### src/source/drawPkg.sv
package drawPkg;

	////////////////////////////////////////////////
	// Frame store geometry
	////////////////////////////////////////////////
	localparam int frameWidth = 160; // Stored columns.
	localparam int frameHeight = 120; // Stored rows.
	localparam int pixelScale = 4; // Raster pixels per stored pixel.
	localparam int frameSize = frameWidth * frameHeight; // Entries per buffer.

	// 640x480 raster with both syncs active low.
	localparam int hActive = 640;
	localparam int hFront = 16;
	localparam int hSync = 96;
	localparam int hTotal = 800; // Includes the back porch.
	localparam int vActive = 480;
	localparam int vFront = 10;
	localparam int vSync = 2;
	localparam int vTotal = 525;
	localparam int scanCountWidth = 10; // Holds 0 to 799.

	////////////////////////////////////////////////
	// Command queue and word layout
	////////////////////////////////////////////////
	localparam int queueDepth = 16;
	localparam int queuePtrWidth = $clog2(queueDepth);
	localparam int wordWidth = 16;
	localparam int opcodeLsb = 14; // First word bits 15..14.
	localparam int rowLsb = 7; // First word bits 13..7.
	localparam int colorLsb = 4; // First word bits 6..4.
	localparam int leftLsb = 8; // Second word bits 15..8.
	localparam int rightLsb = 0; // Second word bits 7..0.

	typedef logic [2:0] colorT; // {R, G, B}.
	typedef logic [7:0] columnT;
	typedef logic [6:0] rowT;
	typedef logic [14:0] pixelAddrT; // Index inside one buffer.
	typedef logic [wordWidth-1:0] commandWordT;
	typedef enum logic [1:0] {opSpan = 2'd0, opSwap = 2'd1} opcodeT;

endpackage

### src/source/commandQueue.sv
`timescale 1ns/100ps

module commandQueue (
	input logic clk,
	input logic reset,
	input logic we,
	input drawPkg::commandWordT data,
	input logic pop,
	output drawPkg::commandWordT head,
	output logic notEmpty,
	output logic full
);

	drawPkg::commandWordT store [drawPkg::queueDepth]; // Word storage.
	logic [drawPkg::queuePtrWidth-1:0] wrPtr; // Next free slot.
	logic [drawPkg::queuePtrWidth-1:0] rdPtr; // Oldest word.
	logic [drawPkg::queuePtrWidth:0] count; // Words held, up to queueDepth.
	logic push;
	logic take;

	assign push = we && !full; // Writes while full are dropped.
	assign take = pop && notEmpty;
	assign notEmpty = (count != '0);
	assign full = (count == drawPkg::queueDepth);
	assign head = store[rdPtr]; // Visible the cycle after the write.

	always_ff @(posedge clk)
	begin
		if (push)
			store[wrPtr] <= data;
	end

	always_ff @(posedge clk)
	begin
		if (reset)
		begin
			wrPtr <= '0;
			rdPtr <= '0;
			count <= '0; // Empty, so full is low.
		end
		else
		begin
			if (push)
				wrPtr <= wrPtr + 1'b1; // Wraps at queueDepth.
			if (take)
				rdPtr <= rdPtr + 1'b1;
			case ({push, take})
				2'b10: count <= count + 1'b1;
				2'b01: count <= count - 1'b1;
				default: count <= count; // Both or neither.
			endcase
		end
	end

endmodule

### config.mk
export PLATFORM = sky130hd
export DESIGN_NAME = commandQueue
export DESIGN_NICKNAME = d
export VERILOG_FILES = /design/src/source/drawPkg.sv /design/src/source/commandQueue.sv
export SDC_FILE = /design/constraint.sdc
export NUM_CORES = 1
export LEC_CHECK = 0
export BUFFER_PORTS_ARGS = -buffer_cell sky130_fd_sc_hd__buf_2
export CAP_MARGIN = 5
export CORE_MARGIN = 5
export CORE_UTILIZATION = 55
export DETAILED_ROUTE_END_ITERATION = 6
export GPL_ROUTABILITY_DRIVEN = 0
export HOLD_SLACK_MARGIN = 0.08
export PLACE_DENSITY = 0.86
export SYNTH_ARGS = -nofsm -noshare
export SYNTH_HDL_FRONTEND = slang
export SYNTH_SLANG_ARGS = --single-unit
### constraint.sdc
create_clock -name clk -period 2.82 [get_ports clk]
set_input_delay 0.564 -clock clk [delete_from_list [all_inputs] [get_ports clk]]
set_output_delay 0.564 -clock clk [all_outputs]
set_load 0.03 [all_outputs]
# Word level (Yosys, flattened, before mapping)
# Memories as Yosys holds them, arrays and structs flattened. A register that Yosys moved wholly into a read port is not among the register bits.
# Cells that the tools add are included.
dict set report totals {
  ff_bits 13
  mem_bits_rw 256
  wordCells 21
  n_memories 1
}
dict set report op_classes {
  n_addsub 4
  n_eq_ne 3
  mux 5
  n_reduce_logical 5
}
# memory words word_bits read_ports rd_ports_with_merged_regs write_ports line_no
set mem_list {}
lappend mem_list {store 16 16 1 1 1 commandQueue.sv:14} ;# drawPkg::commandWordT store [drawPkg::queueDepth];
# cell n
set op_table {}
lappend op_table {{$pmux W5 S2} 1}
lappend op_table {{$add A4 B1 Y4 const B} 2}
lappend op_table {{$mux W4} 2}
lappend op_table {{$add A5 B1 Y5 const B} 1}
lappend op_table {{$eq A5 B5 Y1 const B} 1}
lappend op_table {{$reduce_bool A5 Y1} 1}
lappend op_table {{$sub A5 B1 Y5 const B} 1}
lappend op_table {{$eq A2 B1 Y1 const B} 1}
lappend op_table {{$eq A2 B2 Y1 const B} 1}
lappend op_table {{$logic_and A1 B1 Y1} 2}
lappend op_table {{$mux W1} 2}
lappend op_table {{$reduce_bool A2 Y1} 1}
lappend op_table {{$logic_not A1 Y1} 1}

# Depth between registers and ports, before layout
dict set report logic_depth {
  word_depth 5
  ltp_mapped 11
  depth_no_buf 10
}

# Worst setup path after synthesis
# No wires, ideal clock.
dict set report synth_path {
  kind {input -> register}
  start {in we}
  end {reg count[4] (netlist name)}
  setup_time_ns 0.123
  t_arrival_ns 2.675
  t_required_ns 2.697
  path_slack_ns 0.021
  path_stages 9
  n_path_buf 0
  path_cell_list {a21boi_1 > inv_1 > ha_1 > xor2_1 > ha_1 > nor4b_1 > a21oi_1 > o32ai_1 > mux2_1}
}
dict set report synth_via {
  elab_chain_len 3
  word_cells_on_any_way 5
  classes_between {eq/ne (2); mux (1); reduce/logical (2)}
}
# item line_no
set synth_rtl {}
lappend synth_rtl {{start, declared} commandQueue.sv:6} ;# input logic we,
lappend synth_rtl {{$logic_and A1 B1 Y1 (*)} commandQueue.sv:21} ;# assign push = we && !full;
lappend synth_rtl {{$eq A2 B1 Y1 / $eq A2 B2 Y1 (equally long branches)} commandQueue.sv:47} ;# case ({push, take})
lappend synth_rtl {{$pmux W5 S2 / $reduce_bool A2 Y1 (equally long branches)} n/a}
lappend synth_rtl {{end signal, assigned} commandQueue.sv:48} ;# 2'b10: count <= count + 1'b1;
lappend synth_rtl {{end signal, assigned} commandQueue.sv:49} ;# 2'b01: count <= count - 1'b1;
lappend synth_rtl {{end signal, assigned} commandQueue.sv:50} ;# default: count <= count;
lappend synth_rtl {{end, declared} commandQueue.sv:17} ;# logic [drawPkg::queuePtrWidth:0] count;
# Every way passes the cells marked *; elsewhere a longest branch is shown, timed or not.
# A chain may end at the register's enable or synchronous reset.

==> results by group <==
Global route
  – Overflow after GRT: 0
  – First-pass GRT wire length: roughly 36,000 um
  – Global Route Usage Sum: between 20% and 30%
  – Largest net degree at the start of global routing: 65
  – Vias in the first global route: roughly 5,500
  – Initial antenna violation count: 0

Critical path
  – CP Capture Type: primary output
  – Data required, critical path: between 2 and 2.5 ns
  – Critical path class: flip-flop to primary output
  – Critical Path Start Type: flip-flop
  – Crit path buffers/inverters: 3
  – CP max stage delay: 0.54 ns
  – CP Max Fanout: 6
  – Slowest stage cell, crit path: mux4_2
  – Crit path DAT: roughly 2.5 ns
  – Crit path top cell by count: buf_6
  – Delay-heaviest family, CP: multiplexers
  – Cells along the critical path: buf_6 -> buf_6 -> mux4_2 -> mux4_2 -> buf_6

Final layout
  – Final core occ: around two thirds
  – Syn-to-layout area delta: 18.4%
  – Non-Filler Instances: roughly 800
  – Nets: between 500 and 600
  – Proportion of layout cells with a drive suffix above 1: between 30% and 40%
  – Register area: 0.00803 mm2
  – Multi-input gate area: 0.00242 mm2
  – Filler cell count: approximately 1,100
  – N_diodes: 0

Status
  – Status: finished, violations left
  – Failing checks: setup timing

Logic synthesis
  – Sequential share of the synthesized area: approximately three quarters
  – Asr flop ratio synth: 0%
  – Area of the mapped netlist: 0.0105 mm2
  – Commonest cells in the synthesized netlist: 256 x edfxtp_1, 80 x mux4_2, 32 x nor2_1
  – Syn Nets: roughly 500
  – Post-synth cell types: 33
  – Ranking of synthesized cells by area: edfxtp_1 73%, mux4_2 17%, dfxtp_1 3.2%
  – Yosys top cell area share: about three quarters
  – Main flop type after synthesis: edfxtp_1
  – Avg Cell Area, Syn: between 20 and 25 um2
  – Flops & latches, synth: about 270
  – Post-Synthesis Cells: around 470
  – Synth warnings: 0
  – Synth area leader: edfxtp_1
  – Top-count cell post-synth: edfxtp_1
  – EDFF count, synth: 256

Clocking
  – Longest Clk Path Bufs: 3
  – Total CTS buffers: 26
  – Clock transition at path regs: approximately 0.07 ns
  – Clock Latency Late Sink: roughly 0.54 ns
  – H-Tree Depth: 1
  – CTS root buffer: clkbuf_16
  – # clock sinks: approximately 270
  – CTS tree: built

Die
  – Io pins: 38
  – Die area: between 0.02 and 0.025 mm2
  – Initial Util: 56.0%
  – Core area: between 0.015 and 0.02 mm2
  – # rows: 50
  – Die Width: approximately 150 um
  – Die Y: between 100 and 150 um

Power and ir drop
  – Leakage: about 4 nW
  – Max VDD drop: roughly 860 uV
  – P_int: between 0.008 and 0.009 W
  – Share of power burned in registers: between 40% and 50%
  – Sw frac: 26.6%
  – Clock power frac: 31.3%
  – Comb pwr share: between 20% and 30%
  – PD cells: slightly below 900 mW/mm2
  – NetSw: roughly 0.0029 W
  – Pwr Total: 0.0110 W

Route
  – Detail Route Antenna Nets: 0
  – Drt first-iter violations: around 650
  – Via density: 6.53
  – Via count: 5,352
  – Drt wl/cell: 29.6 um
  – Drt pass-1 iters: 5
  – # DRC: 0
  – Drt total wl: ~24,000 um

Timing
  – Max-slew headroom: around 70%
  – Clock skew: about 0.022 ns
  – Fin crit period: 3.03 ns
  – Setup violations, final: 16
  – Slew @ Worst Pin: between 0.4 and 0.5 ns
  – Setup tns final: -2.62 ns
  – Fin. Hold Viols: 0
  – Fmax: about 330 MHz
  – Unrepaired setup endpoints after global routing: yes
  – Fin crit share: 108%
  – Final Max Slew Viols: 0
  – Final worst slack: -0.212 ns

Placed design
  – Inst Count DP: roughly 760
  – Port Buf Inserts: 37
  – DP HPWL: about 13,000 um
  – Dpl ws: -0.0647 ns

Job
  – Max cap viols: 0

Worst hold path
  – Hold Crit Class: input pin to flip-flop
cells by family after synthesis:
group / Yosys count / share of synthesized area (%)
flip-flops: 273 / 76.3
AO/OA/AOI/OAI: 9 / 0.559
buffers and inverters: 28 / 1.11
multiplexers: 85 / 17.6
adder cells (fa/ha/maj): 7 / 0.833
AND/OR/NAND/NOR: 61 / 2.78
XOR/XNOR: 9 / 0.750
path summary, 6_finish.rpt:
path | from | end | slack, ns | cells after the start
worst max-delay path | flip-flop | head[4] | -0.21 | 5
worst min-delay path | data[14] | store[1][14] | 0.40 | 1
worst max register to register | count[2] | count[4] | 0.16 | 10
worst min register to register | rdPtr[3] | rdPtr[3] | 0.51 | 2
stage by stage:
step / instance area, um2 / hold slack (ns)
global placement: 11200 / 0.497
global route: 12400 / 0.400
finish: 12400 / 0.402
CTS: 12400 / 0.385
floorplan: 10500 / 0.472
detailed placement: 11200 / 0.500
routing by layer:
layer / GRT usage [%] / vias to the layer above / wire length, um
li1: - / 2150 / -
met1: 28.7 / 2783 / 8420
met2: 39.2 / 363 / 13100
met3: 3.96 / 56 / 2170
met4: 6.14 / 0 / 584
met5: 0 / - / 0
layout make-up:
class / count / area share, %
Tap cell: 234 / 2.35
Inverter: 5 / 0.151
Multi-Input combinational cell: 171 / 19.4
Clock buffer: 32 / 5.49
Timing Repair Buffer: 89 / 6.78
Clock inverter: 15 / 1.27
Sequential cell: 273 / 64.5
layout by cell type (no fill, tap or decap), drive strengths merged, types with 3 or more instances in the layout:
master,count
bufinv,3
edfxtp,256
inv,5
mux2i,3
ha,7
nor2,32
nand2,10
clkbuf,32
buf,89
nand2b,3
xor2,6
xnor2,3
clkinv,12
nor3,5
mux4,80
dfxtp,17
power groups by stage:
stage / clock network (W) / registers [W] / logic [W]
global route: 0.00368 / 0.00475 / 0.00301
floorplan: 0 / 0.00474 / 0.00171
detailed placement: 0 / 0.00482 / 0.00222
global placement: 0 / 0.00480 / 0.00215
finish: 0.00345 / 0.00474 / 0.00284
CTS: 0.00346 / 0.00473 / 0.00280
sequential cells by signal (all words and copies together), names as in the netlist, named ones only:
signal and flops:
store 256, wrPtr 4, count 5, rdPtr 4
what timing repair did:
| item | in CTS | in global routing |
|---|---|---|
| pin swaps | 0 | 1 |
| gates resized for setup | 45 | 6 |
| gates cloned | 4 | 0 |
| setup endpoints to repair | 17 | 17 |
| hold buffers | 0 | 0 |
| buffers inserted | 8 | 1 |
| endpoints found under the hold margin | 0 | 0 |
No activity file was read; power rests on OpenSTA's default activity.
