`config.mk`:
```
export PLATFORM = sky130hd
export DESIGN_NAME = videoTiming_flat
export DESIGN_NICKNAME = d
export VERILOG_FILES = /design/src/source/drawPkg.sv /design/src/source/drawIf.sv /design/src/source/videoTiming.sv /design/src/flat_wrapper.sv
export SDC_FILE = /design/constraint.sdc
export NUM_CORES = 1
export LEC_CHECK = 0
export BUFFER_PORTS_ARGS = -buffer_cell sky130_fd_sc_hd__buf_2
export CAP_MARGIN = 20
export CORE_ASPECT_RATIO = 1.4
export CORE_MARGIN = 8
export CORE_UTILIZATION = 54
export CTS_BUF_LIST = sky130_fd_sc_hd__clkbuf_8
export DETAILED_ROUTE_END_ITERATION = 7
export HOLD_SLACK_MARGIN = 0.12
export PLACE_DENSITY = 0.77
export SLEW_MARGIN = 40
export SYNTH_ARGS = -nofsm -noshare
export SYNTH_HDL_FRONTEND = slang
export SYNTH_SLANG_ARGS = --single-unit
```
`constraint.sdc`:
```
create_clock -name clk -period 2.67 [get_ports clk]
set_input_delay 0.1335 -clock clk [delete_from_list [all_inputs] [get_ports clk]]
set_output_delay 0.1335 -clock clk [all_outputs]
set_load 0.05 [all_outputs]
```
`src/source/drawPkg.sv`:
```
package drawPkg;

	////////////////////////////////////////////////
	// Frame store geometry
	////////////////////////////////////////////////
	localparam int frameWidth = 160; // Stored columns.
	localparam int frameHeight = 120; // Stored rows.
	localparam int pixelScale = 4; // Raster pixels per stored pixel.
	localparam int frameSize = frameWidth * frameHeight; // Entries per buffer.

	// 640x480 raster with both syncs active low.
	localparam int hActive = 640;
	localparam int hFront = 16;
	localparam int hSync = 96;
	localparam int hTotal = 800; // Includes the back porch.
	localparam int vActive = 480;
	localparam int vFront = 10;
	localparam int vSync = 2;
	localparam int vTotal = 525;
	localparam int scanCountWidth = 10; // Holds 0 to 799.

	////////////////////////////////////////////////
	// Command queue and word layout
	////////////////////////////////////////////////
	localparam int queueDepth = 16;
	localparam int queuePtrWidth = $clog2(queueDepth);
	localparam int wordWidth = 16;
	localparam int opcodeLsb = 14; // First word bits 15..14.
	localparam int rowLsb = 7; // First word bits 13..7.
	localparam int colorLsb = 4; // First word bits 6..4.
	localparam int leftLsb = 8; // Second word bits 15..8.
	localparam int rightLsb = 0; // Second word bits 7..0.

	typedef logic [2:0] colorT; // {R, G, B}.
	typedef logic [7:0] columnT;
	typedef logic [6:0] rowT;
	typedef logic [14:0] pixelAddrT; // Index inside one buffer.
	typedef logic [wordWidth-1:0] commandWordT;
	typedef enum logic [1:0] {opSpan = 2'd0, opSwap = 2'd1} opcodeT;

endpackage

```
`src/source/drawIf.sv`:
```


// Raster position from video timing.
interface scanIf;
	logic active;
	logic [drawPkg::scanCountWidth-1:0] x;
	logic [drawPkg::scanCountWidth-1:0] y;
	logic frameEnd; // x=0 and y=480.
	modport timing (output active, x, y, frameEnd);
	modport buffer (input active, x, y, frameEnd);
endinterface

```
`src/source/videoTiming.sv`:
```
`timescale 1ns/100ps

module videoTiming (
	input logic clk,
	input logic reset,
	output logic hsyncRaw,
	output logic vsyncRaw,
	scanIf.timing scan
);

	logic [drawPkg::scanCountWidth-1:0] hCount; // Pixel within line.
	logic [drawPkg::scanCountWidth-1:0] vCount; // Line within frame.
	logic lineEnd;

	assign lineEnd = (hCount == drawPkg::hTotal - 1);

	////////////////////////////////////////////////
	// Raster counters
	////////////////////////////////////////////////
	always_ff @(posedge clk)
	begin
		if (reset)
		begin
			hCount <= '0;
			vCount <= '0;
		end
		else if (lineEnd)
		begin
			hCount <= '0;
			if (vCount == drawPkg::vTotal - 1)
				vCount <= '0; // Next frame.
			else
				vCount <= vCount + 1'b1;
		end
		else
			hCount <= hCount + 1'b1;
	end

	// Sync windows after the front porch, active low.
	assign hsyncRaw = !((hCount >= drawPkg::hActive + drawPkg::hFront) &&
		(hCount < drawPkg::hActive + drawPkg::hFront + drawPkg::hSync));
	assign vsyncRaw = !((vCount >= drawPkg::vActive + drawPkg::vFront) &&
		(vCount < drawPkg::vActive + drawPkg::vFront + drawPkg::vSync));

	assign scan.active = (hCount < drawPkg::hActive) && (vCount < drawPkg::vActive);
	assign scan.x = hCount;
	assign scan.y = vCount;
	assign scan.frameEnd = (hCount == '0) && (vCount == drawPkg::vActive); // First blank line.

endmodule

```
`src/flat_wrapper.sv`:
```
// flat-port wrapper written by rule: the top's interface ports become plain ports
module videoTiming_flat 
  (clk, reset, hsyncRaw, vsyncRaw, scan_active, scan_x, scan_y, scan_frameEnd);
  scanIf scan_i ();
  input logic clk;
  input logic reset;
  output logic hsyncRaw;
  output logic vsyncRaw;
  output wire logic [$bits(scan_i.active)-1:0] scan_active;
  output wire logic [$bits(scan_i.x)-1:0] scan_x;
  output wire logic [$bits(scan_i.y)-1:0] scan_y;
  output wire logic [$bits(scan_i.frameEnd)-1:0] scan_frameEnd;
  assign scan_active = scan_i.active;
  assign scan_x = scan_i.x;
  assign scan_y = scan_i.y;
  assign scan_frameEnd = scan_i.frameEnd;
  videoTiming u_core (.clk(clk), .reset(reset), .hsyncRaw(hsyncRaw), .vsyncRaw(vsyncRaw), .scan(scan_i));
endmodule
```
# ---- After elaboration in Yosys (flattened, before gate mapping)
# Index checks and enable logic that the tools add are counted.
dict set report word_totals {
  register_bits 20
  inputBits 2
  word_cells 22
  output_inout_bits 24
}
dict set report classes {
  muxes 1
  order_cmp 6
  reduce_logical 8
  n_eq_ne 3
  n_addsub 2
}
# cell count
set op_table {}
lappend op_table {{$add 10x1->10 const B} 2}
lappend op_table {{$eq 10x10->1 const B} 2}
lappend op_table {{$lt 10x10->1 const B} 2}
lappend op_table {{$lt 10x9->1 const B} 2}
lappend op_table {{$eq 10x9->1 const B} 1}
lappend op_table {{$ge 10x10->1 const B} 1}
lappend op_table {{$ge 10x9->1 const B} 1}
lappend op_table {{$logic_not 10->1} 1}
lappend op_table {{$mux 10} 1}
lappend op_table {{$logic_and 1x1->1} 4}
lappend op_table {{$logic_not 1->1} 2}
lappend op_table {{$reduce_or 2->1} 1}

# ---- Longest topological paths before layout
dict set report logic_depth {
  depth_word 3
  ltp_mapped 6
  mapped_depth_nobuf 6
}

# ---- Worst setup path after synthesis
# No wires, ideal clock.
dict set report synth_timing {
  path_kind {reg2reg}
  startpoint {reg u_core.hCount, in the netlist u_core.scan.x[0]}
  endpoint {reg u_core.vCount, in the netlist u_core.scan.y[9]}
  path_stages_with_launch 6
  required_time_ps 2567
  path_slack_ps 169
  setup_time_ps 103
  arrival_ps 2398
  path_cell_list {dfxtp_1 > ha_1 > nand4_1 > or4_4 > mux2_4 > a2111oi_2}
}
dict set report synth_via {
  elab_chain_len 1
}
# element line_no
set synth_rtl {}
lappend synth_rtl {{start, declared} videoTiming.sv:11} ;# logic [drawPkg::scanCountWidth-1:0] hCount;
lappend synth_rtl {{start signal, assigned} videoTiming.sv:36} ;# hCount <= hCount + 1'b1;
lappend synth_rtl {{$eq 10x10->1} videoTiming.sv:15} ;# assign lineEnd = (hCount == drawPkg::hTotal - 1);
lappend synth_rtl {{end signal, assigned} videoTiming.sv:33} ;# vCount <= vCount + 1'b1;
lappend synth_rtl {{end, declared} videoTiming.sv:12} ;# logic [drawPkg::scanCountWidth-1:0] vCount;
# No other way between the ends.
# A chain may end at the register's enable or synchronous reset.

# ---- Final worst setup path
# Same ends and word-level chain as after synthesis.

==> results.yml <==
finish:
  drive_gt1_share_pct: 20.92
  n_antenna_cell: 0
  nFillCells: 176
  seq_area_sq_um: 400.4
  multi_input_area_sq_um: 601.8
  finalNetCount: 160
  area.growth.synth_to_final_pct: 16.82
  stdcell_count: 174
placed_design:
  dp_cells: 170
  gp_congestion: 0.8430
  hpwlAfterDp_um: 2137
  port_buffers: 25
clock_tree:
  hold_buffers: 0
  clkLatencyLatePin_ns: 0.26
  numCtsBuffers: 3
  cts-root-buf: "clkbuf_8"
  cts_tree: "done"
  post_cts_resized: 0
  cts_buffer_depth: 2
  cts.htree.levels: 1
  clk_pin_slew_ns: 0.07
  post-cts-setup-buffers: 0
  clock-sinks: 20
sta:
  period_minus_slack_ns: 2.352
  fin_skew_ns: 0.001135
  finalSetupTns_ns: 0
  fin_crit_sh_pct: 88.09
  maxSlewHeadroom_pct: 68.88
  rsz0062_at_grt: "no"
  report.final.slew_viol_count: 0
  holdWs_ns: 0.1722
  fmax_mhz: 425.2
  worst_slew_pin_slew_ns: 0.4626
  finalSetupViolations: 0
  hold_viol_final: 0
yosys:
  ys_ff_latch: 20
  yosysSeqAreaShare_pct: 37.65
  yosysUniqueCellTypes: 29
  avgSynthCellArea_sq_um: 8.118
  synth_nets: 137
  syn_area_sq_mm: 0.001064
  synth_cells: 131
  yosysWarnings: 0
die:
  design.portCount: 26
  start_util_pct: 55.92
  coreArea_sq_mm: 0.001902
  num_rows: 19
  die_h_um: 68.51
  dieArea_sq_mm: 0.003666
  chipWidth_um: 53.51
min_path:
  min_path_type: "in -> reg"
route:
  route.detailed.drc: 0
  dr.pass1.iters: 4
  vias: 1014
  post_drt_wl_per_cell_um: 15.75
  drt_iter0_drc: 31
  postRouteAntennaNets: 0
  wl_um: 2740
  post_drt_via_cell_ratio: 5.828
global_routing:
  grt_usage_pct: 15.93
  grt_pass1_vias: 962
  grt_max_degree: 12
  antenna_found_initial: 0
  grt_pass1_wl_um: 4471
  overflow: 0
worst_setup_path:
  cp-start-kind: "flop"
  timing.reg2reg.setup_slack_ns: 0.32
  crit_path_end_kind: "flop"
  cp.arrival_ns: 2.51
  cp_max_fo: 8
  crit_type: "reg -> reg"
  worstPathRequired_ns: 2.82
power_and_ir_drop:
  seq_power_share_pct: 53.5
  peakVddDrop_v: 0.0004653
  combPwrFrac_pct: 6.3
  p_leak_uw: 0.0004865
  switchingPower_uw: 133.5
  p_int_uw: 443.3
  power-per-cell-area_mw_per_mm2: 464.2
  swShare_pct: 23.15
  power_frac_clock_pct: 40.2
status:
  outcome: "completed"
flow_run:
  cap_violations: 0
-- cell usage in the layout, fill, tap and decap left out, drive strengths merged, types with 2 or more instances in the layout --
cell type / instances
buf: 25
nor2: 20
dfxtp: 20
nand3: 11
xnor2: 10
inv: 9
nor4: 7
nand2: 6
nand4: 6
nor3: 5
ha: 4
clkbuf: 4
or4: 4
or3: 3
a21oi: 3
xor2: 3
and3: 2
o31ai: 2
-- stage by stage --
stage | util [%] | total power, uW | area (sq um) | setup slack, ns
2_1_floorplan | - | 342.1 | 1064 | 0.1686
3_3_place_gp | 62.43 | 350.0 | 1187 | 0.4876
3_5_place_dp | 62.43 | 351.8 | 1187 | 0.3779
4_1_cts | 65.33 | 578.3 | 1242 | 0.3450
5_1_grt | 65.33 | 595.6 | 1242 | 0.1828
6_report | 65.33 | 576.8 | 1242 | 0.3181
-- final cells by class --
type,instances,area share (%)
clock buffers,4,4.431
repair buffers,25,10.07
flip-flops and latches,20,32.23
multi-input cells,95,48.44
inverters,9,2.719
well taps,21,2.115
-- critical path, cell delays in order (launching register included) --
cell and delay, ns:
dfxtp_1 0.44, ha_1 0.27, nand4_1 0.28, or4_4 0.64
mux2_4 0.33, a2111oi_2 0.29
-- final timing paths --
kind / to / cells past startpoint / from
min reg2reg: u_core.scan.x[0] / 1 / u_core.scan.x[0]
max: u_core.scan.y[9] / 5 / u_core.scan.x[0]
max reg2reg: u_core.scan.y[9] / 5 / u_core.scan.x[0]
min: u_core.scan.y[9] / 2 / reset
-- cells in the mapped netlist --
cell type,count,area share [%]
nand4_1,6,3.5
nor2_1,20,7.1
inv_1,9,3.2
dfxtp_1,20,38
mux2i_1,1,0.94
nand2_1,6,2.1
o21ai_0,1,0.47
nor4b_1,1,0.82
clkbuf_1,5,1.8
xnor2_1,10,8.2
and4_1,1,0.82
nor4_1,7,4.1
nand3_1,11,5.2
buf_1,1,0.35
and3_1,2,1.2
ha_1,4,4.7
mux2_4,1,1.4
o31ai_1,2,1.4
nor3b_1,1,0.71
a21oi_1,3,1.4
a2111oi_2,1,1.4
nand2b_1,1,0.59
or4_1,3,2.1
or3_1,3,1.8
nor3_1,5,2.4
buf_2,1,0.47
xor2_1,3,2.5
o21bai_1,1,0.71
or4_4,1,1.1
-- power groups by stage --
stage          registers (uW)  clock network, uW  logic, uW
2_1_floorplan             327                  0       14.7
3_3_place_gp              314                  0       35.7
3_5_place_dp              315                  0       36.6
4_1_cts                   308                233       36.7
5_1_grt                   309                246       40.0
6_report                  308                232       36.6
-- flip-flops by register name (all words and copies together), names as in the netlist --
signal / flops
u_core.scan.x: 10
u_core.scan.y: 10
-- cell families after synthesis --
| logic type | share of synthesized area (%) |
|---|---|
| multiplexers | 2.353 |
| XOR/XNOR | 10.71 |
| flip-flops | 37.65 |
| buffers and inverters | 5.764 |
| adder cells (fa/ha/maj) | 4.706 |
| AO/OA/AOI/OAI | 5.410 |
| AND/OR/NAND/NOR | 33.41 |
-- metal layers --
| layer | part of all wire, % | up-vias | wire length [um] | track usage [%] |
|---|---|---|---|---|
| li1 | - | 503 | - | - |
| met1 | 40 | 482 | 1090 | 16.35 |
| met2 | 54 | 24 | 1466 | 30.29 |
| met3 | 5.1 | 5 | 140 | 3.004 |
| met4 | 1.5 | 0 | 41 | 6.329 |
| met5 | 0 | - | 0 | 0 |
No activity file was read; power rests on OpenSTA's default activity.
