==> src/source/drawPkg.sv <==
package drawPkg;

	////////////////////////////////////////////////
	// Frame store geometry
	////////////////////////////////////////////////
	localparam int frameWidth = 160; // Stored columns.
	localparam int frameHeight = 120; // Stored rows.
	localparam int pixelScale = 4; // Raster pixels per stored pixel.
	localparam int frameSize = frameWidth * frameHeight; // Entries per buffer.

	// 640x480 raster with both syncs active low.
	localparam int hActive = 640;
	localparam int hFront = 16;
	localparam int hSync = 96;
	localparam int hTotal = 800; // Includes the back porch.
	localparam int vActive = 480;
	localparam int vFront = 10;
	localparam int vSync = 2;
	localparam int vTotal = 525;
	localparam int scanCountWidth = 10; // Holds 0 to 799.

	////////////////////////////////////////////////
	// Command queue and word layout
	////////////////////////////////////////////////
	localparam int queueDepth = 16;
	localparam int queuePtrWidth = $clog2(queueDepth);
	localparam int wordWidth = 16;
	localparam int opcodeLsb = 14; // First word bits 15..14.
	localparam int rowLsb = 7; // First word bits 13..7.
	localparam int colorLsb = 4; // First word bits 6..4.
	localparam int leftLsb = 8; // Second word bits 15..8.
	localparam int rightLsb = 0; // Second word bits 7..0.

	typedef logic [2:0] colorT; // {R, G, B}.
	typedef logic [7:0] columnT;
	typedef logic [6:0] rowT;
	typedef logic [14:0] pixelAddrT; // Index inside one buffer.
	typedef logic [wordWidth-1:0] commandWordT;
	typedef enum logic [1:0] {opSpan = 2'd0, opSwap = 2'd1} opcodeT;

endpackage

==> src/source/drawIf.sv <==
`timescale 1ns/100ps

// Decoded command from decoder to painter.
interface spanIf;
	logic start; // One cycle strobe.
	logic isSwap;
	drawPkg::rowT row;
	drawPkg::columnT left;
	drawPkg::columnT right;
	drawPkg::colorT color;
	logic busy; // High from the cycle after start to completion.
	modport decoder (output start, isSwap, row, left, right, color, input busy);
	modport painter (input start, isSwap, row, left, right, color, output busy);
endinterface


==> src/source/commandDecoder.sv <==
`timescale 1ns/100ps

module commandDecoder (
	input logic clk,
	input logic reset,
	input drawPkg::commandWordT head,
	input logic notEmpty,
	output logic pop,
	spanIf.decoder span
);

	typedef enum logic [1:0] {sFirst, sSecond, sDecode, sIssue} stateT;

	stateT state;
	drawPkg::commandWordT firstWord; // Opcode, row and colour.
	drawPkg::commandWordT secondWord; // Left and right column.
	logic validOp; // Known opcode.

	// Pop while fetching and a word is waiting.
	assign pop = ((state == sFirst) || (state == sSecond)) && notEmpty;

	////////////////////////////////////////////////
	// Fetch, decode and issue
	////////////////////////////////////////////////
	always_ff @(posedge clk)
	begin
		if (reset)
		begin
			state <= sFirst;
			span.start <= 1'b0;
		end
		else
		begin
			span.start <= 1'b0; // Strobe lasts one cycle.
			case (state)
				sFirst:
					if (notEmpty)
						state <= sSecond;
				sSecond:
					if (notEmpty)
						state <= sDecode;
				sDecode:
					state <= sIssue;
				sIssue:
					if (!span.busy)
					begin
						span.start <= validOp; // Unknown opcodes vanish here.
						state <= sFirst;
					end
				default:
					state <= sFirst;
			endcase
		end
	end

	// Word capture and field split.
	always_ff @(posedge clk)
	begin
		if (state == sFirst && notEmpty)
			firstWord <= head;
		if (state == sSecond && notEmpty)
			secondWord <= head;
		if (state == sDecode)
		begin
			span.row <= firstWord[drawPkg::rowLsb +: 7];
			span.color <= firstWord[drawPkg::colorLsb +: 3];
			span.left <= secondWord[drawPkg::leftLsb +: 8];
			span.right <= secondWord[drawPkg::rightLsb +: 8]; // Unused by swaps.
			case (drawPkg::opcodeT'(firstWord[drawPkg::opcodeLsb +: 2]))
				drawPkg::opSpan:
				begin
					validOp <= 1'b1;
					span.isSwap <= 1'b0;
				end
				drawPkg::opSwap:
				begin
					validOp <= 1'b1;
					span.isSwap <= 1'b1;
				end
				default:
				begin
					validOp <= 1'b0;
					span.isSwap <= 1'b0;
				end
			endcase
		end
	end

endmodule

==> src/flat_wrapper.sv <==
// flat-port wrapper written by rule: the top's interface ports become plain ports
module commandDecoder_flat 
  (clk, reset, head, notEmpty, pop, span_start, span_isSwap, span_row, span_left, span_right, span_color, span_busy);
  spanIf span_i ();
  input logic clk;
  input logic reset;
  input drawPkg::commandWordT head;
  input logic notEmpty;
  output logic pop;
  output wire logic [$bits(span_i.start)-1:0] span_start;
  output wire logic [$bits(span_i.isSwap)-1:0] span_isSwap;
  output wire logic [$bits(span_i.row)-1:0] span_row;
  output wire logic [$bits(span_i.left)-1:0] span_left;
  output wire logic [$bits(span_i.right)-1:0] span_right;
  output wire logic [$bits(span_i.color)-1:0] span_color;
  input wire logic [$bits(span_i.busy)-1:0] span_busy;
  assign span_start = span_i.start;
  assign span_isSwap = span_i.isSwap;
  assign span_row = span_i.row;
  assign span_left = span_i.left;
  assign span_right = span_i.right;
  assign span_color = span_i.color;
  assign span_i.busy = span_busy;
  commandDecoder u_core (.clk(clk), .reset(reset), .head(head), .notEmpty(notEmpty), .pop(pop), .span(span_i));
endmodule
==> config.mk <==
export PLATFORM = sky130hd
export DESIGN_NAME = commandDecoder_flat
export DESIGN_NICKNAME = d
export VERILOG_FILES = /design/src/source/drawPkg.sv /design/src/source/drawIf.sv /design/src/source/commandDecoder.sv /design/src/flat_wrapper.sv
export SDC_FILE = /design/constraint.sdc
export NUM_CORES = 1
export LEC_CHECK = 0
export BUFFER_PORTS_ARGS = -buffer_cell sky130_fd_sc_hd__buf_2
export CAP_MARGIN = 30
export CORE_AREA = 8 8 71 73
export DETAILED_ROUTE_END_ITERATION = 16
export DIE_AREA = 0 0 79 81
export PLACE_DENSITY = 0.74
export SLEW_MARGIN = 0
export SYNTH_ARGS = -nofsm -noshare
export SYNTH_HDL_FRONTEND = slang
export SYNTH_SLANG_ARGS = --single-unit
export TNS_END_PERCENT = 5
==> constraint.sdc <==
create_clock -name clk -period 1.8 [get_ports clk]
set_input_delay 0.36 -clock clk [delete_from_list [all_inputs] [get_ports clk]]
set_output_delay 0.36 -clock clk [all_outputs]
set_load 0.05 [all_outputs]
### Word-level counts from Yosys, hierarchy flattened

Index checks and enable logic that the tools add are counted.

* register bits: 63
* output and inout bits: 29
* word-level logic and storage cells: 33
* input port bits: 20

* bitwise gates (word level): 1
* reductions and logical operators: 9
* muxes and demuxes: 6
* equality and inequality tests: 7

Operator list (count)
* $pmux W2 S4: 1
* $mux W2: 3
* $ne A2 B2 Y1 const B: 3
* $eq A2 B1 Y1 const B: 2
* $eq A2 B2 Y1 const B: 2
* $logic_not A2 Y1: 2
* $logic_and A1 B1 Y1: 3
* $reduce_and A3 Y1: 1
* $reduce_or A3 Y1: 1
* $mux W1: 2
* $reduce_or A2 Y1: 1
* $logic_or A1 B1 Y1: 1
* $not A1 Y1: 1

### Longest topological paths before layout

* word-level depth: 3
* gate-level depth with buffers: 5
* depth with buffers taken out: 5

### Worst setup path after synthesis

Ideal clock, no wire load.

* path kind: reg2out
* from: reg u_core.state[1]
* to: out pop
* buffers on the path: 0
* data required time: 1440 ps
* arrival: 1436 ps
* path slack: 4 ps
* stages on the path, launching flop included: 5
* path through: dfxtp_1 > inv_1 > ha_1 > and2_1 > or2_2

* cells in the longest elaborated chain, start to end: 3
* elaborated cells between the ends (all ways): 4
* classes of those cells: 1 x eq/ne; 3 x reduce/logical

Ends and longest elaborated chain
* from (decl): RTL line commandDecoder.sv:14 `stateT state;`
* from (signal assigned): RTL line commandDecoder.sv:29 `state <= sFirst;`
* from (signal assigned): RTL line commandDecoder.sv:38 `state <= sSecond;`
* from (signal assigned): RTL line commandDecoder.sv:41 `state <= sDecode;`
* $eq A2 B1 Y1 / $logic_not A2 Y1 (equally long branches): RTL line commandDecoder.sv:20 `assign pop = ((state == sFirst) || (state == sSecond)) && notEmpty;`
* $logic_or A1 B1 Y1 (*): RTL line commandDecoder.sv:20
* $logic_and A1 B1 Y1 (*): RTL line commandDecoder.sv:20
* to (decl): RTL line flat_wrapper.sv:9 `output logic pop;`

Mark *: on every way between the ends. The rest lies on a longest branch, timed or not.

### Worst setup path after layout

* from: reg u_core.state[0]
* to: out pop

Same word-level chain as after synthesis.

==> results.py <==
metrics = {
    "run_status": {
        "status": "finished, final reports clean",
    },
    "floorplanning": {
        "ios": 49,
        "fp.dieArea_sq_um": 6399,
        "die_width_microns": 79,
        "core_sq_um": 3914,
        "rows": 23,
        "dieHeight_microns": 81,
        "start_util": 0.4866,
    },
    "flow_run": {
        "cap_violations": 0,
    },
    "cts": {
        "cts_tree": "yes",
        "cts_made_buffers": 9,
        "path_clk_slew_ns": 0.06,
        "clock_latency_ns": 0.32,
        "hold_buffers": 0,
        "cts_max_level": 3,
        "cts-root-buf": "clkbuf_8",
        "cts.sinks": 59,
        "ctsLongestPathBuffers": 2,
    },
    "grt": {
        "grt_pass1_wl_microns": 4719,
        "grt_use_total": 0.1028,
        "top_usage_layer": "met2",
        "grt-ovfl-total": 0,
        "met1_usage": 0.09454,
        "grt_antenna_before_repair": 0,
        "grtUsageMet3": 0.05960,
        "grt_use_met2": 0.1643,
        "grt_pass1_vias": 1040,
        "grt_start_max_net_pins": 30,
    },
    "synth": {
        "synth.net_count": 103,
        "avgSynthCellArea_sq_um": 24.11,
        "synth-main-ff-cell": "edfxtp_1",
        "ys_ff_latch": 59,
        "synthTopCellsByCount": "edfxtp_1, ha_1, inv_1, dfxtp_1",
        "synth_edf_count": 56,
        "synth_top_area_frac": 0.8830,
        "synth.most_common_cell": "edfxtp_1",
        "syn-cell-area_sq_um": 1904,
        "async_flop_share": 0,
        "yosysWarnings": 0,
        "syn_inst": 79,
        "ys_types": 16,
        "synth_top_area_cell": "edfxtp_1",
        "synth_area_leaders": "edfxtp_1, dfxtp_1, ha_1",
        "yosysSeqAreaShare": 0.9146,
    },
    "setup_path": {
        "reg2reg_depth": 7,
        "path_cells": "inv_4, ha_4, and2_4, or2_4, buf_8",
        "startpoint": "u_core.state[0]",
        "worstSetupPathType": "reg2out",
        "end_kind": "output port",
        "required_ns": 1.44,
        "critPathMaxStageDelay_ns": 0.37,
        "cp.arrival_ns": 1.41,
        "regToRegStartpoint": "u_core.state[0]",
        "cp_max_fo": 3,
        "worstSetupStartpointType": "register",
        "crit_slowest_cell": "dfxtp_4",
    },
    "drt": {
        "drt_wl_total_microns": 3081,
        "dr.pass1.iters": 4,
        "dr.first_iter.drc_count": 76,
        "postRouteAntennaNets": 0,
        "via_count": 962,
        "vias_per_cell": 4.716,
        "drcViolationCount": 0,
        "wire_per_inst_microns": 15.10,
    },
    "final_layout": {
        "final_cells": 204,
        "fin_nets": 173,
        "multiInputGateArea_sq_um": 178.9,
        "synthToLayoutAreaGrowth_pct": 30.95,
        "regArea_sq_um": 1747,
        "antennaDiodeCount": 0,
        "fill_cells": 306,
        "drive_above_1_share": 0.5260,
    },
    "sta": {
        "setup_violations": 0,
        "final.setup.tns_ns": 0,
        "hold_ws_ns": 0.2092,
        "fmax_ghz": 0.5642,
        "finalMaxSlewViolations": 0,
        "hold_viol_final": 0,
        "rsz0062_at_grt": "yes",
        "max_slew_margin": 0.7657,
        "period_share": 0.9846,
        "fin_skew_ns": 0.005552,
        "fin_crit_ns": 1.772,
        "tightest_slew_ns": 0.3515,
    },
    "hold_path": {
        "worstHoldStart": "head[1]",
        "whs_path_depth": 1,
        "hold_class": "in2reg",
    },
    "placement": {
        "post-place-cells": 181,
        "io_buffers": 48,
        "dp_hpwl_microns": 2122,
        "gp_congestion": 0.7351,
    },
    "power": {
        "power.density_nw_per_um2": 1716,
        "max-vdd-ir-drop_v": 0.0008649,
        "leakage_nw": 0.9574,
    },
}
routing by layer:
metal / part of all wire / up-vias
met1: 0.36 / 461
met2: 0.51 / 42
met3: 0.10 / 8
met5: 0 / -
met4: 0.030 / 0
li1: - / 451
area by class of cell:
class                           count  share of cell area
Sequential cell                    59              0.7005
Timing Repair Buffer               59              0.1335
Multi-Input combinational cell     16             0.07175
Clock buffer                       12             0.05419
Tap cell                           50             0.02509
Inverter                            4            0.008028
Clock inverter                      4            0.007025
per-stage QoR:
step	setup slack, ns	total power, mW	cell area [sq um]	utilization
after floorplan	0.003652	2.836	1904	-
after global placement	0.1428	3.105	2237	0.5716
after detailed placement	0.08385	3.160	2237	0.5716
after CTS	0.002763	4.258	2464	0.6295
after global routing	-0.01710	4.479	2494	0.6371
final	0.02768	4.279	2494	0.6371
sequential cells by signal (all words and copies together) (netlist names):
signal and cells:
u_core.span.isSwap 1, u_core.span.left 8, u_core.span.row 7, u_core.state 2, u_core.span.color 3, u_core.secondWord 16
u_core.firstWord 12, u_core.span.start 1, u_core.span.right 8, u_core.validOp 1
cell families (layout without fill, tap and decap cells):
logic type	after synthesis	after routing	synth area share
flops	59	59	0.9146
simple gates	7	7	0.02300
compound gates	5	5	0.02826
fa+ha+maj	4	4	0.02628
buf+inv	4	79	0.007882
report_power, final:
part | total (mW) | switching [mW] | internal (mW)
Combinational | 1.35 | 0.938 | 0.414
Sequential | 2.01 | 0.0879 | 1.93
Clock | 0.913 | 0.428 | 0.485
placed cells by master (no fill, tap or decap), types with 2 or more instances in the layout:
| cell | netlist | routed |
|---|---|---|
| buf_4 | 0 | 11 |
| and2_4 | 0 | 2 |
| inv_1 | 4 | 2 |
| ha_4 | 0 | 2 |
| clkbuf_1 | 0 | 3 |
| edfxtp_1 | 56 | 56 |
| buf_2 | 0 | 47 |
| ha_1 | 4 | 2 |
| clkinv_1 | 0 | 2 |
| inv_4 | 0 | 2 |
| clkinv_2 | 0 | 2 |
| clkbuf_8 | 0 | 9 |
worst paths after layout:
| check | end | slack [ns] |
|---|---|---|
| worst min register to register | u_core.span.right[4] | 0.41 |
| worst max register to register | u_core.state[0] | 0.20 |
| worst max-delay path | pop | 0.03 |
| worst min-delay path | u_core.secondWord[1] | 0.21 |
critical path, delay by kind of cell (launching register included):
kind,cells,cell delay [ns]
and+or+nand+nor,2,0.38
buffers and inverters,2,0.20
adders and majority gates,1,0.15
DFF,1,0.37
what timing repair did:
| item | 4_1_cts | 5_1_grt |
|---|---|---|
| pin swaps | 1 | 3 |
| buffers inserted | 3 | 4 |
| endpoints found under the setup margin | 1 | 1 |
| gates resized for setup | 17 | 0 |
(Power assumes the default switching activity.)
