`src/source/drawPkg.sv`:
```
package drawPkg;

	////////////////////////////////////////////////
	// Frame store geometry
	////////////////////////////////////////////////
	localparam int frameWidth = 160; // Stored columns.
	localparam int frameHeight = 120; // Stored rows.
	localparam int pixelScale = 4; // Raster pixels per stored pixel.
	localparam int frameSize = frameWidth * frameHeight; // Entries per buffer.

	// 640x480 raster with both syncs active low.
	localparam int hActive = 640;
	localparam int hFront = 16;
	localparam int hSync = 96;
	localparam int hTotal = 800; // Includes the back porch.
	localparam int vActive = 480;
	localparam int vFront = 10;
	localparam int vSync = 2;
	localparam int vTotal = 525;
	localparam int scanCountWidth = 10; // Holds 0 to 799.

	////////////////////////////////////////////////
	// Command queue and word layout
	////////////////////////////////////////////////
	localparam int queueDepth = 16;
	localparam int queuePtrWidth = $clog2(queueDepth);
	localparam int wordWidth = 16;
	localparam int opcodeLsb = 14; // First word bits 15..14.
	localparam int rowLsb = 7; // First word bits 13..7.
	localparam int colorLsb = 4; // First word bits 6..4.
	localparam int leftLsb = 8; // Second word bits 15..8.
	localparam int rightLsb = 0; // Second word bits 7..0.

	typedef logic [2:0] colorT; // {R, G, B}.
	typedef logic [7:0] columnT;
	typedef logic [6:0] rowT;
	typedef logic [14:0] pixelAddrT; // Index inside one buffer.
	typedef logic [wordWidth-1:0] commandWordT;
	typedef enum logic [1:0] {opSpan = 2'd0, opSwap = 2'd1} opcodeT;

endpackage

```
`src/source/drawIf.sv`:
```
`timescale 1ns/100ps

// Decoded command from decoder to painter.
interface spanIf;
	logic start; // One cycle strobe.
	logic isSwap;
	drawPkg::rowT row;
	drawPkg::columnT left;
	drawPkg::columnT right;
	drawPkg::colorT color;
	logic busy; // High from the cycle after start to completion.
	modport decoder (output start, isSwap, row, left, right, color, input busy);
	modport painter (input start, isSwap, row, left, right, color, output busy);
endinterface

// Pixel writes and swap handshake from painter to frame store.
interface pixelIf;
	logic we;
	drawPkg::rowT row;
	drawPkg::columnT column;
	drawPkg::colorT color;
	logic swapRequest; // One cycle pulse.
	logic swapDone; // Pulses once the exchange took effect.
	modport painter (output we, row, column, color, swapRequest, input swapDone);
	modport buffer (input we, row, column, color, swapRequest, output swapDone);
endinterface


```
`src/source/spanPainter.sv`:
```
`timescale 1ns/100ps

module spanPainter (
	input logic clk,
	input logic reset,
	spanIf.painter span,
	pixelIf.painter pixel
);

	typedef enum logic [1:0] {sIdle, sDraw, sDone, sSwap} stateT;

	stateT state;
	drawPkg::columnT column; // Pixel being written.
	drawPkg::columnT lastColumn; // Clipped right end.
	drawPkg::columnT clippedRight;
	logic spanValid;

	// Clip right to the store and reject bad spans.
	assign clippedRight = (span.right > drawPkg::columnT'(drawPkg::frameWidth - 1)) ?
		drawPkg::columnT'(drawPkg::frameWidth - 1) : span.right;
	assign spanValid = (span.left <= clippedRight) &&
		(span.row < drawPkg::rowT'(drawPkg::frameHeight));

	assign span.busy = (state != sIdle); // Rises the cycle after start.
	assign pixel.we = (state == sDraw); // One pixel per cycle.
	assign pixel.column = column;

	////////////////////////////////////////////////
	// Span stepping and swap hold
	////////////////////////////////////////////////
	always_ff @(posedge clk)
	begin
		if (reset)
		begin
			state <= sIdle;
			pixel.swapRequest <= 1'b0;
		end
		else
		begin
			pixel.swapRequest <= 1'b0;
			case (state)
				sIdle:
					if (span.start)
					begin
						if (span.isSwap)
						begin
							state <= sSwap;
							pixel.swapRequest <= 1'b1; // Single pulse.
						end
						else if (spanValid)
							state <= sDraw;
						else
							state <= sDone; // Nothing drawn.
					end
				sDraw:
					if (column == lastColumn)
						state <= sDone;
				sDone:
					state <= sIdle; // Extra busy cycle.
				sSwap:
					if (pixel.swapDone)
						state <= sIdle; // Back buffer is free again.
				default:
					state <= sIdle;
			endcase
		end
	end

	always_ff @(posedge clk)
	begin
		if (state == sIdle && span.start)
		begin
			column <= span.left;
			lastColumn <= clippedRight;
			pixel.row <= span.row;
			pixel.color <= span.color;
		end
		else if (state == sDraw)
			column <= column + 8'd1;
	end

endmodule

```
`src/flat_wrapper.sv`:
```
// flat-port wrapper written by rule: the top's interface ports become plain ports
module spanPainter_flat 
  (clk, reset, span_start, span_isSwap, span_row, span_left, span_right, span_color, span_busy, pixel_we, pixel_row, pixel_column, pixel_color, pixel_swapRequest, pixel_swapDone);
  spanIf span_i ();
  pixelIf pixel_i ();
  input logic clk;
  input logic reset;
  input wire logic [$bits(span_i.start)-1:0] span_start;
  input wire logic [$bits(span_i.isSwap)-1:0] span_isSwap;
  input wire logic [$bits(span_i.row)-1:0] span_row;
  input wire logic [$bits(span_i.left)-1:0] span_left;
  input wire logic [$bits(span_i.right)-1:0] span_right;
  input wire logic [$bits(span_i.color)-1:0] span_color;
  output wire logic [$bits(span_i.busy)-1:0] span_busy;
  output wire logic [$bits(pixel_i.we)-1:0] pixel_we;
  output wire logic [$bits(pixel_i.row)-1:0] pixel_row;
  output wire logic [$bits(pixel_i.column)-1:0] pixel_column;
  output wire logic [$bits(pixel_i.color)-1:0] pixel_color;
  output wire logic [$bits(pixel_i.swapRequest)-1:0] pixel_swapRequest;
  input wire logic [$bits(pixel_i.swapDone)-1:0] pixel_swapDone;
  assign span_i.start = span_start;
  assign span_i.isSwap = span_isSwap;
  assign span_i.row = span_row;
  assign span_i.left = span_left;
  assign span_i.right = span_right;
  assign span_i.color = span_color;
  assign span_busy = span_i.busy;
  assign pixel_we = pixel_i.we;
  assign pixel_row = pixel_i.row;
  assign pixel_column = pixel_i.column;
  assign pixel_color = pixel_i.color;
  assign pixel_swapRequest = pixel_i.swapRequest;
  assign pixel_i.swapDone = pixel_swapDone;
  spanPainter u_core (.clk(clk), .reset(reset), .span(span_i), .pixel(pixel_i));
endmodule
```
`config.mk`:
```
export PLATFORM = sky130hd
export DESIGN_NAME = spanPainter_flat
export DESIGN_NICKNAME = d
export VERILOG_FILES = /design/src/source/drawPkg.sv /design/src/source/drawIf.sv /design/src/source/spanPainter.sv /design/src/flat_wrapper.sv
export SDC_FILE = /design/constraint.sdc
export NUM_CORES = 1
export LEC_CHECK = 0
export CORE_MARGIN = 5
export CORE_UTILIZATION = 64
export DETAILED_ROUTE_END_ITERATION = 10
export DONT_BUFFER_PORTS = 1
export MAX_ROUTING_LAYER = met4
export PLACE_DENSITY_LB_ADDON = 0.15
export SLEW_MARGIN = 15
export SYNTH_ARGS = -nofsm -noshare
export SYNTH_HDL_FRONTEND = slang
export SYNTH_SLANG_ARGS = --single-unit
```
`constraint.sdc`:
```
create_clock -name clk -period 4.45 [get_ports clk]
set_input_delay 0.2225 -clock clk [delete_from_list [all_inputs] [get_ports clk]]
set_output_delay 0.2225 -clock clk [all_outputs]
set_load 0.005 [all_outputs]
```
* After elaboration in Yosys (flattened, before gate mapping)
Index checks and enable logic that the tools add are counted.
Storage, ports and cells: logic and storage cells 36, input bits 31, flip-flop bits (word level) 29, output and inout port bits 21
Cells by class: $lt $le $gt $ge 3, reductions and logical operators 7, eq/ne operators 7, bitwise logic cells 2, mux-type cells 10, $add $sub $neg 1
Operators by type and width (number):
- $mux 8 | 3
- $mux 2 | 5
- $add 8x1->8 const B | 1
- $eq 8x8->1 | 1
- $gt 8x8->1 const B | 1
- $le 8x8->1 | 1
- $pmux 2 s4 | 1
- $lt 7x7->1 const B | 1
- $eq 2x2->1 const B | 2
- $ne 2x2->1 const B | 2
- $reduce_bool 2->1 | 2
- $reduce_and 3->1 | 1
- $reduce_or 3->1 | 1
- $eq 2x1->1 const B | 1
- $logic_and 1x1->1 | 2
- $logic_not 2->1 | 1
- $ne 2x1->1 const B | 1
- $not 1->1 | 2
- $mux 1 | 1

* Logic depth before layout (Yosys ltp)
depth in word-level cells 8, mapped depth 9, mapped depth without buffers 9

* Least setup slack after synthesis
OpenSTA, ideal clock, no wires.
path kind in2reg, start point in span_right[6], end point reg u_core.state[0], slack 2.789 ns, required time 4.363 ns, stages 9, data arrival time 1.574 ns, buffers on the path 0, library setup time 0.087 ns, path through o21ai_0 nand2b_1 inv_1 ha_1 nor2b_1 o211ai_1 a21oi_1 o31a_1 o31ai_1
Between the ends: longest elaborated chain between the ends 8
RTL lines:
- start, declared | RTL line flat_wrapper.sv:12 | input wire logic [$bits(span_i.right)-1:0] span_right;
- $gt 8x8->1 | RTL line spanPainter.sv:19 | assign clippedRight = (span.right > drawPkg::columnT'(drawPkg::frameWidth - 1)) ?
- $mux 8 | RTL line spanPainter.sv:19
- via u_core.clippedRight[1] | RTL line spanPainter.sv:15 | drawPkg::columnT clippedRight;
- $le 8x8->1 | RTL line spanPainter.sv:21 | assign spanValid = (span.left <= clippedRight) &&
- $logic_and 1x1->1 | RTL line spanPainter.sv:21
- $mux 2 | RTL line spanPainter.sv:50 | else if (spanValid)
- $mux 2 | RTL line spanPainter.sv:45 | if (span.isSwap)
- $mux 2 | RTL line spanPainter.sv:43 | if (span.start)
- $pmux 2 s4 | RTL line spanPainter.sv:41 | case (state)
- end signal, assigned | RTL line spanPainter.sv:47 | state <= sSwap;
- end signal, assigned | RTL line spanPainter.sv:51 | state <= sDraw;
- end signal, assigned | RTL line spanPainter.sv:53 | state <= sDone;
- end, declared | RTL line spanPainter.sv:12 | stateT state;
The timed path passes the listed nets, and every way through them passes these cells. The select of a mux whose other input is x is not followed. A chain may end at the register's enable or synchronous reset.

* Final worst setup path
start point reg u_core.state[1], end point reg u_core.column[3], in the netlist u_core.pixel.column[3] (data pin)
Between the ends: longest elaborated chain between the ends 3
RTL lines:
- start signal, assigned | RTL line spanPainter.sv:35 | state <= sIdle;
- start signal, assigned | RTL line spanPainter.sv:47
- start signal, assigned | RTL line spanPainter.sv:51
- $logic_not 2->1 | RTL line spanPainter.sv:71 | if (state == sIdle && span.start)
- $logic_and 1x1->1 | RTL line spanPainter.sv:71
- $mux 8 | RTL line spanPainter.sv:71
- end signal, assigned | RTL line spanPainter.sv:73 | column <= span.left;
- end signal, assigned | RTL line spanPainter.sv:79 | column <= column + 8'd1;
- end, declared | RTL line spanPainter.sv:13 | drawPkg::columnT column;
Every way passes these cells.

==> impl_metrics.ini <==
[cts]
clock_latency_ns = 0.31
cts_tree = done
clkTransAtPathRegs_ns = 0.09
cts_root_buf = clkbuf_4
htreeDepth = 2
numCtsBuffers = 5
clockBufferDepth = 2
cts_sinks = 29
cts_setup_buffers = 0

[setup_path]
critPathMaxFanout = 32
worstSetupPathType = flop to flop
cp-start-kind = flop
endpoint_kind = flop
reg2reg_slack_ns = 2.41
cp_data_required_time_ns = 4.46
cp.arrival_ns = 2.05
r2r-end = u_core.pixel.column[3]$_DFFE_PP_
r2r-start = u_core.state[1]$_SDFFE_PP0P_
r2r_cells = 4

[cells_and_area]
n_fill_cell = 167
area_delta_synth_final_pct = 13.0
drive_gt1_share_pct = 4.05
fin_cells = 176
nets = 188
n_antenna_cell = 0

[grt]
grt_antenna_before_repair = 0
grt_max_degree = 33
grt_pass1_wl_mm = 5.06
first_global_vias = 1084
overflow = 0
track_usage_pct = 21.0

[synthesis]
syn_area_per_cell_um2 = 11.2
synth_edf_count = 26
ys_seq_elements = 29
syn_inst = 131
yosys_warnings = 0
netlist_area_mm2 = 0.00147
synth_top_area_cell = edfxtp_1
ys.flop_type = edfxtp_1
synth_cell_types = 27
syn_nets = 171
synthMostInstantiatedCell = edfxtp_1
yosys.area.top_type_share_pct = 53.1
synth-async-reset-ratio_pct = 0
synth_area_leaders = edfxtp_1 (53%), xor2_1 (7.7%), ha_1 (7.7%)
yosys-top-cells-count = edfxtp_1 (26), nand2_1 (15), xor2_1 (13)
ys_seq_area_share_pct = 57.2

[timing]
relSlewSlack_pct = 36.0
setup_viol = 0
final_hold_viol_count = 0
fin_ws_ns = 2.41
finalCriticalPeriod_ns = 2.04
fmax_mhz = 490
slew_viol_final = 0
final.period_utilization_pct = 45.9
hold-worst-slack_ns = 0.00855
rsz0062_at_grt = false
setup_tns_ns = 0
worstMarginPinSlew_ns = 0.959
fin_skew_ns = 0.0119

[floorplan]
die_h_um = 57.9
rows = 17
io_pins = 52
die_x_um = 57.9
core_mm2 = 0.00221
initial_core_util_pct = 66.5
dieArea_mm2 = 0.00336

[power_and_ir_drop]
power_density_mw_per_mm2 = 405
p_leak_nw = 0.647
vdd_drop_max_mv = 0.317

[detailed_routing]
wl_per_cell_um = 17.9
dr.pass1.iters = 4
vias = 1039
drt_iter0_drc = 33
wl_mm = 3.15
antenna_left = 0
drcViolationCount = 0
vias_per_cell = 5.90

[run_status]
status = completed

[placed_design]
hpwl_mm = 2.21
port_buffers = 0
pre_cts_ws_ns = 2.50
place_congestion = 0.839
dp.cells = 157

[hold_path]
whs_path_depth = 1
hold_path_class = input port to flop
worstHoldStart = reset
min_to = u_core.state[0]$_SDFFE_PP0P_

[job]
drv_cap = 0
==> logic make-up after synthesis <==
kind of cell / synth area share, %
buffers and inverters: 3.66
flip-flops: 57.2
adder cells (fa/ha/maj): 7.66
XOR/XNOR: 8.34
AND/OR/NAND/NOR: 13.4
AO/OA/AOI/OAI: 9.79
==> registers in the layout, summed over array words and instances, names as in the netlist <==
| signal | flops |
|---|---|
| u_core.lastColumn | 8 |
| u_core.pixel.column | 8 |
| u_core.pixel.row | 7 |
| u_core.pixel.color | 3 |
| u_core.state | 2 |
| u_core.pixel.swapRequest | 1 |
==> layer usage <==
metal	part of all wire (%)	vias up	GRT usage [%]	wire length (um)
met3	8.8	6	6.90	278
met1	36	474	21.3	1140
li1	-	501	-	-
met2	54	58	37.3	1690
met5	0	-	-	0
met4	1.3	0	7.95	42
==> final cells by class <==
class,instances,area (um^2),share of cell area [%]
Tap cell,28,35.0,2.11
Timing Repair Buffer,12,120,7.23
Clock buffer,6,41.3,2.48
Clock inverter,1,3.75,0.226
Multi-Input combinational cell,88,576,34.6
Sequential cell,29,841,50.6
Inverter,12,45.0,2.71
==> worst max-delay path, cell delays in order, from the launching register on <==
cell,delay (ns)
dfxtp_1,0.37
nor2_1,0.18
nand2_1,0.17
inv_1,0.74
o21ai_0,0.27
==> worst max path at each step <==
| stage | startpoint | endpoint | depth (start not counted) | slack (ns) |
|---|---|---|---|---|
| finish | u_core.state[1]$_SDFFE_PP0P_ | u_core.pixel.column[3]$_DFFE_PP_ | 4 | 2.41 |
| global placement | span_right[6] | u_core.state[0]$_SDFFE_PP0P_ | 9 | 2.60 |
| floorplan | span_right[6] | u_core.state[0]$_SDFFE_PP0P_ | 9 | 2.79 |
| CTS | u_core.state[1]$_SDFFE_PP0P_ | u_core.pixel.column[4]$_DFFE_PP_ | 4 | 2.47 |
| detailed placement | u_core.state[1]$_SDFFE_PP0P_ | u_core.pixel.column[4]$_DFFE_PP_ | 4 | 2.50 |
| global route | u_core.state[1]$_SDFFE_PP0P_ | u_core.pixel.column[3]$_DFFE_PP_ | 4 | 2.25 |
==> layout by cell type (no fill, tap or decap), drive strengths merged, types with 3 or more instances in the layout <==
cell         instances
edfxtp              26
dfxtp                3
and3                 3
xor2                13
nand3                5
o21ai                9
clkbuf               6
nor2                 9
ha                   9
a21oi                6
dlygate4sd3         12
nand2               15
inv                 12
==> stage by stage <==
stage	instance area (um^2)	power, mW	util (%)
after CTS	1660	0.669	75.1
after floorplan	1470	0.494	-
after global placement	1500	0.521	67.6
final	1660	0.672	75.1
after detailed placement	1500	0.528	67.6
after global routing	1660	0.711	75.1
==> repair_timing <==
| action | CTS | global route |
|---|---|---|
| hold buffers | 12 | 0 |
| endpoints found under the hold margin | 12 | 0 |
| resized for setup | 0 | 0 |
==> report_power, final <==
part	internal, mW	total, mW	switching [mW]
Clock	0.0572	0.136	0.0791
Sequential	0.354	0.403	0.0491
Combinational	0.0573	0.133	0.0761
Total	0.468	0.672	0.204
No activity file was read; power rests on OpenSTA's default activity.
